## config.mk

```make
export PLATFORM = sky130hd
export DESIGN_NAME = skew_feeder
export DESIGN_NICKNAME = d
export VERILOG_FILES = /design/src/design/mmu_pkg.sv /design/src/design/skew_feeder.sv
export VERILOG_INCLUDE_DIRS = /design/src /design/src/design
export SDC_FILE = /design/constraint.sdc
export NUM_CORES = 1
export LEC_CHECK = 0
export BUFFER_PORTS_ARGS = -buffer_cell sky130_fd_sc_hd__buf_2
export CORE_MARGIN = 2
export CORE_UTILIZATION = 45
export DETAILED_ROUTE_END_ITERATION = 12
export GPL_TIMING_DRIVEN = 1
export PLACE_DENSITY = 0.71
export SETUP_SLACK_MARGIN = 0.1
export SYNTH_ARGS = -nofsm -noshare
export SYNTH_HDL_FRONTEND = slang
export SYNTH_SLANG_ARGS = --single-unit
```

## constraint.sdc

```tcl
create_clock -name clk -period 22 [get_ports clk]
set_input_delay 4.4 -clock clk [delete_from_list [all_inputs] [get_ports clk]]
set_output_delay 4.4 -clock clk [all_outputs]
set_load 0.02 [all_outputs]
```

## src/design/mmu_consts.svh

```systemverilog
/*
 * Size and timing constants for the systolic matrix multiplier.
 * Included by the package and by every module that sizes logic from them.
 */

`ifndef MMU_CONSTS_SVH
`define MMU_CONSTS_SVH

// Grid side length, rows and columns of cells
`define MMU_N 4

// Signed operand width for A and B elements
`define MMU_DATA_W 16

// Accumulator width, 32-bit product plus growth over N terms
`define MMU_ACC_W 36

// First input beat to done pulse, in cycles
`define MMU_LATENCY (3 * `MMU_N - 1)

`endif

```

## src/design/mmu_pkg.sv

```systemverilog
/*
 * Shared types of the matrix multiplier.
 * Modules name these types in their ports and import the package in their bodies.
 */
`default_nettype none

`include "mmu_consts.svh"

package mmu_pkg;

    // Scalar widths
    typedef logic signed [`MMU_DATA_W-1:0] data_t;
    typedef logic signed [`MMU_ACC_W-1:0]  acc_t;

    // One operand per row or column lane
    typedef data_t [`MMU_N-1:0] lane_vec_t;

    // Beat k carries column k of A and row k of B
    typedef struct packed {
        lane_vec_t a_col;
        lane_vec_t b_row;
    } beat_t;

    // Full product, indexed [row][col]
    typedef acc_t [`MMU_N-1:0][`MMU_N-1:0] result_mat_t;

    // Job sequencer FSM states
    typedef enum logic {idle, run} job_state_t;

endpackage

`default_nettype wire

```

## src/design/skew_feeder.sv

```systemverilog
/*
 * Input stage of the multiplier.
 * Registers each beat and delays lane i by i more cycles, so that the grid
 * receives the diagonal wavefront without any skew from the caller.
 */
`timescale 1ns/1ps
`default_nettype none

`include "mmu_consts.svh"

module skew_feeder (
    input  logic               clk,
    input  logic               rst,
    input  logic               in_valid,
    input  mmu_pkg::beat_t     in_beat,
    output mmu_pkg::lane_vec_t west_lanes,
    output mmu_pkg::lane_vec_t north_lanes
);

    import mmu_pkg::*;

    // Captured beat, zero between jobs
    beat_t beat_q;

    always_ff @(posedge clk or posedge rst) begin
        if (rst) begin
            beat_q <= '0;
        end else begin
            beat_q <= in_valid ? in_beat : '0;
        end
    end

    ////////////////////////////////////////
    // Per-lane skew chains
    ////////////////////////////////////////

    for (genvar i = 0; i < `MMU_N; i++) begin : g_lane
        if (i == 0) begin : g_direct
            // Lane 0 needs only the capture register
            assign west_lanes[i]  = beat_q.a_col[i];
            assign north_lanes[i] = beat_q.b_row[i];
        end else begin : g_delay
            // i extra stages for A row lane and B column lane
            data_t a_dly [i];
            data_t b_dly [i];

            always_ff @(posedge clk or posedge rst) begin
                if (rst) begin
                    for (int d = 0; d < i; d++) begin
                        a_dly[d] <= '0;
                        b_dly[d] <= '0;
                    end
                end else begin
                    a_dly[0] <= beat_q.a_col[i];
                    b_dly[0] <= beat_q.b_row[i];
                    for (int d = 1; d < i; d++) begin
                        a_dly[d] <= a_dly[d-1];
                        b_dly[d] <= b_dly[d-1];
                    end
                end
            end

            assign west_lanes[i]  = a_dly[i-1];
            assign north_lanes[i] = b_dly[i-1];
        end
    end

endmodule

`default_nettype wire

```

# Word level (Yosys, flattened, before mapping)
# Cells that the tools add are included.
[totals]
word_cells = 21
regBits = 320
output_inout_bits = 128
inputBits = 131
[classes]
muxes = 1
[op_table]
columns = ["cell", "count"]
rows = [
  ["$mux W128", 1],
]

# Logic depth before layout (Yosys ltp)
[logic_depth]
ltp_word = 1
depth_mapped = 3
mapped_depth_nobuf = 1

# Worst setup path before layout
# No wires, ideal clock.
[synth_path]
path_type = "input-to-reg"
startpoint = "input port in_valid"
endpoint = "register beat_q[107] in the netlist's numbering"
required_ns = 21.880
arrival_time_ns = 4.819
slack_ns = 17.061
cell_stages = 3
path_buffers = 2
setup_time_ns = 0.120
cell_sequence = "clkbuf_4 > buf_6 > and2_2"
[synth_between]
elab_chain_cells = 1
[synth_rtl]
columns = ["element", "line", "text"]
rows = [
  ["start: declaration", "skew_feeder.sv:14", "input logic in_valid,"],
  ["$mux W128", "skew_feeder.sv:29", "beat_q <= in_valid ? in_beat : '0;"],
  ["end signal: assignment", "skew_feeder.sv:29", ""],
  ["end: declaration", "skew_feeder.sv:23", "beat_t beat_q;"],
]
# Every way passes these cells.

==> key figures <==
Route
  • DRT Wirelength: 15100 um
  • # DRC: 0
  • Via count: 4318
  • TritonRoute pass-1 iters: 3
  • Post-DRT Antenna Nets: 0
  • Avg WL per Cell: 14.5 um
  • Iteration-0 DRC Markers: 163
  • Detailed-route vias per instance: 4.14

Logic synthesis
  • Mapped Cells: 559
  • Post-synth cell types: 7
  • Cell Area, Synth: 9720 um^2
  • Mapped Nets: 690
  • Yosys warns: 0
  • #FFs+latches synth: 320
  • Sequential element share of the synthesized area: 82.4%
  • Mean Syn Cell Area: 17.4 um^2

Global route
  • Vias in the first global route: 4537
  • First-pass GRT wire length: 23300 um
  • Initial antenna violation count: 0
  • Total congestion overflow: 0
  • Largest net degree at the start of global routing: 202
  • All-Layer GR Usage: 13.3%

Worst setup path
  • Required @ worst endpoint: 22.52 ns
  • Crit end category: asynchronous set/reset pin
  • Reg-to-reg slack, setup: 21.49 ns
  • CP arrival: 6.03 ns
  • Critical path type: input pin to asynchronous set/reset pin
  • Startpoint types: input pin
  • Crit path max fanout: 201
  • FF-to-FF Start: beat_q[58]$_DFF_PP0_
  • Reg2reg end: g_lane[3].g_delay.b_dly[42]$_DFF_PP0_
  • Worst Reg2Reg Path Length in Cells: 0

STA
  • Worst-case clock skew: 0.00651 ns
  • Final period utilization: 25.1%
  • F_max: 181 MHz
  • Max transition margin: 32.8%
  • Slew @ Worst Pin: 1.01 ns
  • Final setup TNS: 0 ns
  • RSZ-0062 raised after global routing: false
  • Final hold vios: 0
  • Max-slew violations: 0
  • Final setup vio count: 0
  • Tmin final: 5.51 ns

Min path
  • Hold Crit Start: g_lane[3].g_delay.b_dly[45]$_DFF_PP0_
  • Worst Hold Path EP: g_lane[3].g_delay.b_dly[29]$_DFF_PP0_
  • Hold Crit Class: flop to flop
  • Worst Hold Depth: 0

CTS
  • CTS Hold Bufs: 0
  • CTS tree: yes
  • CTS Root Cell: clkbuf_16
  • Reg clk slew, reported paths: 0.06 ns
  • Total clock sinks: 320
  • Clock buffer count from CTS: 31
  • Latest clock arrival within the worst-skew pair: 0.55 ns
  • Post-CTS Setup Bufs: 0
  • Worst-case clock buffer depth: 3
  • Post_cts resized: 0
  • CTS H-tree lvls: 1

Cells and area
  • Syn-to-layout area delta: 19.2%
  • Layout net count: 873
  • Finished Cell Area: 11600 um^2
  • Antenna diodes: 0
  • Fin util: 54.9%
  • Fill count: 1707
  • Layout cells sized above 1: 44.6%
  • Most frequent cells in the layout: dfrtp_1 (320), buf_2 (258), and2_1 (101)
  • Most common cell after layout, fill and taps aside: dfrtp_1

Floorplanning
  • Initial Utilization: 46.1%
  • FP Rows: 53
  • Die span in y: 151 um
  • Die area: 22800 um^2
  • Number of top-level pins: 259
  • Core Footprint: 21100 um^2
  • DIE WIDTH: 151 um

Placement
  • Port buffer count: 258
  • DP HPWL: 9610 um
  • Cell Area, Placed: 10500 um^2
  • Global placer's final weighted congestion: 0.743

Flow run
  • Max-cap viol count: 0

Power and ir drop
  • Leakage power: 6.16 nW
  • PwrDens: 105 nW/um^2
  • Worst vdd ir: 0.0000614 V

Outcome
  • Status: finished, final reports clean
==> through the flow <==
step           setup WS [ns]  power, W  instances  hold slack, ns
6_report               16.49   0.00122       1042           0.339
2_1_floorplan           8.74  0.000685        559           0.331
4_1_cts                16.44   0.00124       1042           0.340
5_1_grt                16.23   0.00127       1042           0.347
3_3_place_gp           15.90  0.000699        984           0.331
3_5_place_dp           15.86  0.000701        984           0.335
==> how the worst max path moves through the flow <==
| stage | startpoint | endpoint |
|---|---|---|
| floorplan | rst | beat_q[100]$_DFF_PP0_ |
| global placement | rst | west_lanes[35]$_DFF_PP0_ |
| detailed placement | rst | g_lane[3].g_delay.a_dly[30]$_DFF_PP0_ |
| CTS | rst | g_lane[2].g_delay.a_dly[20]$_DFF_PP0_ |
| global route | rst | north_lanes[44]$_DFF_PP0_ |
| finish | rst | g_lane[2].g_delay.a_dly[22]$_DFF_PP0_ |
==> area by class of cell <==
type	count	area [um^2]	area share, %
well taps	275	344	2.97
multi-input cells	128	835	7.20
clock inverters	13	140	1.21
flip-flops and latches	320	8010	69.1
inverters	1	11.3	0.0972
repair buffers	260	1320	11.4
clock buffers	45	928	8.01
==> synthesized netlist by cell type (all sizes together) <==
master	count	area share, %
and2	128	8.6
buf	109	8.9
clkbuf	1	0.077
dfrtp	320	82
inv	1	0.039
==> cell families after synthesis <==
kind of cell           Yosys count  share of synthesized area [%]
buffers and inverters          111                           9.04
AND/OR/NAND/NOR                128                           8.59
flip-flops                     320                           82.4
==> where the power goes <==
group	switching, W	internal, W	total, W
combinational	0.0000404	0.0000229	0.0000633
clock	0.000213	0.000318	0.000530
sequential	0.00000722	0.000618	0.000625
==> worst max-delay path, stage by stage <==
cell and delay, ns:
buf_2 0.13, inv_8 0.51, buf_12 0.78
==> state kept, by name, indices dropped and copies added, names as in the netlist <==
name and cells:
west_lanes 48, g_lane.g_delay.a_dly 64, beat_q 96, north_lanes 48, g_lane.g_delay.b_dly 64
==> layer usage <==
| metal | global-route usage, % | part of all wire, % |
|---|---|---|
| met2 | 21.8 | 50 |
| met4 | 4.86 | 2.4 |
| met5 | 0 | 0 |
| met3 | 4.04 | 8.4 |
| met1 | 16.9 | 40 |
(Power assumes the default switching activity.)
