--- src/design/mmu_consts.svh ---
/*
 * Size and timing constants for the systolic matrix multiplier.
 * Included by the package and by every module that sizes logic from them.
 */

`ifndef MMU_CONSTS_SVH
`define MMU_CONSTS_SVH

// Grid side length, rows and columns of cells
`define MMU_N 4

// Signed operand width for A and B elements
`define MMU_DATA_W 16

// Accumulator width, 32-bit product plus growth over N terms
`define MMU_ACC_W 36

// First input beat to done pulse, in cycles
`define MMU_LATENCY (3 * `MMU_N - 1)

`endif

--- src/design/mmu_pkg.sv ---
/*
 * Shared types of the matrix multiplier.
 * Modules name these types in their ports and import the package in their bodies.
 */
`default_nettype none

`include "mmu_consts.svh"

package mmu_pkg;

    // Scalar widths
    typedef logic signed [`MMU_DATA_W-1:0] data_t;
    typedef logic signed [`MMU_ACC_W-1:0]  acc_t;

    // One operand per row or column lane
    typedef data_t [`MMU_N-1:0] lane_vec_t;

    // Beat k carries column k of A and row k of B
    typedef struct packed {
        lane_vec_t a_col;
        lane_vec_t b_row;
    } beat_t;

    // Full product, indexed [row][col]
    typedef acc_t [`MMU_N-1:0][`MMU_N-1:0] result_mat_t;

    // Job sequencer FSM states
    typedef enum logic {idle, run} job_state_t;

endpackage

`default_nettype wire

--- src/design/job_sequencer.sv ---
/*
 * Job control for the multiplier.
 * Starts on the first valid beat, clears the sums one cycle later and
 * pulses done a fixed latency after the start. A new job may start on done.
 */
`timescale 1ns/1ps
`default_nettype none

`include "mmu_consts.svh"

module job_sequencer (
    input  logic clk,
    input  logic rst,
    input  logic in_valid,
    output logic clear,
    output logic busy,
    output logic done
);

    import mmu_pkg::*;

    // Holds up to MMU_LATENCY-1
    localparam int CNT_W = $clog2(`MMU_LATENCY);

    job_state_t       state;
    logic [CNT_W-1:0] cnt;
    logic             start;

    // First beat when idle, or a new job in the done cycle
    assign start = in_valid && (state == idle || cnt == '0);

    ////////////////////////////////////////
    // FSM and latency counter
    ////////////////////////////////////////

    always_ff @(posedge clk or posedge rst) begin
        if (rst) begin
            state <= idle;
            cnt   <= '0;
            clear <= 1'b0;
        end else begin
            clear <= start;
            if (start) begin
                state <= run;
                cnt   <= CNT_W'(`MMU_LATENCY - 1);
            end else if (state == run) begin
                // Count reaches zero in the done cycle
                if (cnt == '0) begin
                    state <= idle;
                end else begin
                    cnt <= cnt - 1'b1;
                end
            end
        end
    end

    // Done is the last run cycle, busy covers the ones before it
    assign done = (state == run) && (cnt == '0);
    assign busy = (state == run) && (cnt != '0);

endmodule

`default_nettype wire

--- config.mk ---
export PLATFORM = sky130hd
export DESIGN_NAME = job_sequencer
export DESIGN_NICKNAME = d
export VERILOG_FILES = /design/src/design/mmu_pkg.sv /design/src/design/job_sequencer.sv
export VERILOG_INCLUDE_DIRS = /design/src /design/src/design
export SDC_FILE = /design/constraint.sdc
export NUM_CORES = 1
export LEC_CHECK = 0
export BUFFER_PORTS_ARGS = -buffer_cell sky130_fd_sc_hd__buf_2
export CAP_MARGIN = 20
export CORE_AREA = 4 4 41 43
export DETAILED_ROUTE_END_ITERATION = 10
export DIE_AREA = 0 0 45 47
export PLACE_DENSITY = 0.45
export SYNTH_ARGS = -nofsm -noshare
export SYNTH_HDL_FRONTEND = slang
export SYNTH_SLANG_ARGS = --single-unit
--- constraint.sdc ---
create_clock -name clk -period 1.4 [get_ports clk]
set_clock_uncertainty 0.05 [all_clocks]
set_input_delay 0.14 -clock clk [delete_from_list [all_inputs] [get_ports clk]]
set_output_delay 0.14 -clock clk [all_outputs]
set_load 0.03 [all_outputs]
Word level (Yosys, flattened, before mapping)
Cells that the tools add are included.
W data, S select, Z words.

cells by class
  add/sub/neg operators = 1
  equality and inequality tests = 1
  multiplexer cells = 6
  bitwise logic cells = 1
  reduce and logical (&&, ||, !) cells = 8

operators with widths
  cell                   number
  $mux W4                3
  $logic_not A4 Y1       1
  $reduce_bool A4 Y1     1
  $sub A4 B1 Y4 const B  1
  $logic_and A1 B1 Y1    3
  $mux W1                3
  $ne A2 B2 Y1 const B   1
  $reduce_and A2 Y1      1
  $reduce_bool A2 Y1     1
  $logic_or A1 B1 Y1     1
  $not A1 Y1             1

word-level totals
  register bits after elaboration = 6
  word-level logic and storage cells = 20

Depth between registers and ports, before layout
  depth in word-level cells = 5
  mapped depth = 5
  mapped depth without buffers = 5

Worst setup path after synthesis
Ideal clock, no wire load.

  kind = register to output
  from = register cnt[0]
  to = output done
  arrival time = 1.463 ns
  path slack = -0.253 ns
  stages on the path, launching flop included = 5
  path through = dfrtp_1 -> inv_1 -> ha_1 -> nand2b_4 -> nor3b_1

between the ends
  word-level cells in the longest chain between the ends = 2

RTL lines
  what                    RTL line             text
  start, declared         job_sequencer.sv:26  logic [CNT_W-1:0] cnt;
  start signal, assigned  job_sequencer.sv:45  cnt <= CNT_W'(`MMU_LATENCY - 1);
  start signal, assigned  job_sequencer.sv:51  cnt <= cnt - 1'b1;
  $logic_not A4 Y1        job_sequencer.sv:58  assign done = (state == run) && (cnt == '0);
  $logic_and A1 B1 Y1     job_sequencer.sv:58
  end, declared           job_sequencer.sv:17  output logic done

No other way between the ends.

Final worst setup path
  from = register cnt[1]
  to = output done

The elaborated chain is that of the path after synthesis.

==> impl_metrics.py <==
metrics = {
    "status": {
        "status": "complete, but fails checks",
        "violations": "negative setup slack",
    },
    "final_layout": {
        "multiInputGateArea_um2": 167.7,
        "fin_nets": 51,
        "drive_gt1_share_pct": 44.44,
        "syn_to_final_growth_pct": 43.41,
        "antenna_cells": 0,
        "fillCellCount": 143,
        "regArea_um2": 150.1,
        "fin_area_um2": 462.9,
        "layout.cells.non_filler": 60,
        "post-route-util_pct": 35.58,
    },
    "synthesis": {
        "synth-edff-count": 0,
        "yosys.area.top_type": "dfrtp_1",
        "async_flop_share_pct": 100.0,
        "synthTopCellsByArea": "dfrtp_1 47%, inv_1 7.0%, mux2i_1 6.2%",
        "ys_top_cells_by_count": "6 x dfrtp_1, 6 x inv_1, 2 x mux2i_1, 2 x nor2_1, 2 x o21ai_0",
        "synth_warnings": 0,
        "synth_top_area_share_pct": 46.51,
        "synth_mux_area_share_pct": 6.202,
        "syn-num-nets": 35,
        "seq_area_frac_synth_pct": 46.51,
        "synth_top_family_by_area": "simple AND/OR/NAND/NOR gates",
        "synthXorXnorAreaFrac_pct": 0,
        "netlist_area_um2": 322.8,
        "synth_cell_types": 18,
        "synth-compound-area-share_pct": 15.12,
        "synthFlopType": "dfrtp_1",
        "synth.avg_cell_area_um2": 10.41,
        "synth-simple-area-share_pct": 21.32,
        "ys_ff_latch": 6,
        "synth_cells": 31,
        "synth_fa_ha_area_share_pct": 3.876,
    },
    "worst_setup_path": {
        "critPathRequiredTime_ns": 1.21,
        "critPathKind": "reg -> out",
        "cp-end-kind": "output port",
        "crit_path_start": "cnt[1]",
        "crit_chain": "inv_2, ha_4, nand2b_4, nor3b_2, buf_4",
        "cp_data_arrival_time_ns": 1.22,
        "r2r_slack_ns": 0.09,
        "rr_startpoint": "cnt[1]",
        "ff2ff_path_depth": 7,
        "worstPathMaxFanout": 2,
        "rr_endpoint": "cnt[3]",
        "slowest_delay_ns": 0.38,
        "crit_path_top_delay_cell": "dfrtp_1",
        "crit_path_start_kind": "flop",
    },
    "global_routing": {
        "grt_pass1_vias": 280,
        "grt_usage_pct": 7.784,
        "overflow": 0,
        "grt_max_degree": 7,
        "grt_pass1_wl_um": 1152,
        "antenna_found_initial": 0,
    },
    "sta": {
        "max_slew_margin_pct": 83.59,
        "hold_viol": 0,
        "fmax_mhz": 711.4,
        "worst_pin_slew_ns": 0.2461,
        "period_share_pct": 100.4,
        "min_period_ns": 1.406,
        "setup_viol": 2,
        "drv_slew": 0,
        "setup_ws_ns": -0.005678,
        "rsz0062_at_grt": "true",
    },
    "route": {
        "drt_iter0_markers": 0,
        "vias_per_cell": 4.450,
        "drtPass1Iterations": 1,
        "remaining_drc_errors": 0,
        "vias": 267,
        "antenna_left": 0,
        "routed_wl_um": 663,
        "wl_per_cell_um": 11.05,
    },
    "placed_design": {
        "dp.cells": 51,
        "place_ws_ns": 0.006103,
        "gpl.final_weighted_congestion": 0.6861,
        "dp_hpwl_um": 514.4,
        "io_buffers": 5,
        "placed_area_um2": 371.6,
    },
    "power": {
        "power_mw": 1.046,
        "power.density_nw_per_um2": 2259,
        "leakage_nw": 0.2206,
        "peakVddDrop_mv": 0.8311,
    },
    "worst_hold_path": {
        "min_path_type": "in -> reg",
        "holdCritStartpoint": "in_valid",
        "min_to": "state",
        "whs_path_depth": 2,
    },
    "die": {
        "boundaryPins": 6,
        "core_area_um2": 1301,
        "start_util_pct": 24.81,
        "die_y_um": 47,
        "die_w_um": 45,
        "die-area_um2": 2115,
        "placementRows": 13,
    },
    "cts": {
        "cts.sinks": 6,
        "ctsLongestPathBuffers": 2,
        "cts_tree": "built",
        "numCtsBuffers": 3,
        "clkTransAtPathRegs_ns": 0.04,
        "clk_latency_ns": 0.24,
        "root_buffer": "clkbuf_4",
        "ctsHtreeMaxLevel": 1,
    },
    "flow_run": {
        "drv_cap": 0,
    },
}
[power by group]
group	leakage, nW	switching (mW)	internal (mW)	total (mW)
clock network	0.0138	0.0556	0.0965	0.152
registers	0.0695	0.0731	0.247	0.320
logic	0.137	0.267	0.307	0.574
total	0.221	0.395	0.650	1.05
[worst max-delay path, delay by kind of cell (launching register included)]
family	cells	cell delay (ns)
simple gates	2	0.20
flops	1	0.38
buf+inv	2	0.24
fa+ha+maj	1	0.14
[state kept, by name, indices dropped and copies added (netlist names)]
name and count:
cnt 4, clear 1, state 1
[placed cells by master, fill, tap and decap left out]
master / instances
mux2i_1: 2
or2b_1: 1
nand2b_4: 1
buf_2: 3
a31oi_1: 1
dfrtp_1: 6
inv_1: 3
nand3b_1: 1
buf_6: 1
nor3b_2: 1
nand2b_1: 1
nor2_1: 2
buf_4: 6
clkbuf_4: 3
ha_4: 1
dlygate4sd3_1: 1
o32ai_1: 1
o21ai_0: 2
a21o_1: 1
inv_2: 3
o21ai_4: 1
and2_1: 1
nor2b_1: 1
or2_1: 1
[area by class of cell]
cell class                 instances  share of cell area [%]
multi-input combinational         19                   36.22
sequential                         6                   32.43
timing repair buffer              11                   17.57
clock buffer                       3                   4.865
inverter                           6                   4.865
tap                               15                   4.054
[how the worst max path moves through the flow]
stage / to / slack (ns) / cells after the start
after floorplan: done / 0.04 / 4
after global placement: busy / 0.05 / 6
after detailed placement: busy / 0.006 / 6
after CTS: busy / -0.05 / 6
after global routing: done / -0.06 / 5
final: done / -0.006 / 5
[layer usage]
| metal | vias up | global-route usage [%] | share of wire [%] |
|---|---|---|---|
| met5 | - | 0 | 0 |
| li1 | 129 | - | - |
| met1 | 134 | 7.621 | 37 |
| met4 | 0 | 0 | 0 |
| met2 | 4 | 14.12 | 57 |
| met3 | 0 | 5.747 | 6.0 |
[cells by family after synthesis]
logic type,count (synthesis)
DFF,6
muxes,2
and+or+nand+nor,10
AOI/OAI and AO/OA,6
adders and majority gates,1
buffers and inverters,6
[metrics by stage]
stage	hold WS (ns)	setup TNS [ns]
2_1_floorplan	-0.1190	0
3_3_place_gp	0.01720	0
3_5_place_dp	0.01569	0
4_1_cts	0.1177	-0.08452
5_1_grt	0.1442	-0.1213
6_report	0.1303	-0.008485
[repair_timing]
action / 4_1_cts / 5_1_grt
hold buffers: 1 / 0
endpoints found under the hold margin: 6 / 0
setup endpoints to repair: 2 / 2
buffers inserted: 4 / 1
pin swaps: 3 / 1
gates resized for setup: 8 / 0
Note: power is estimated with default switching activity, not from simulation.
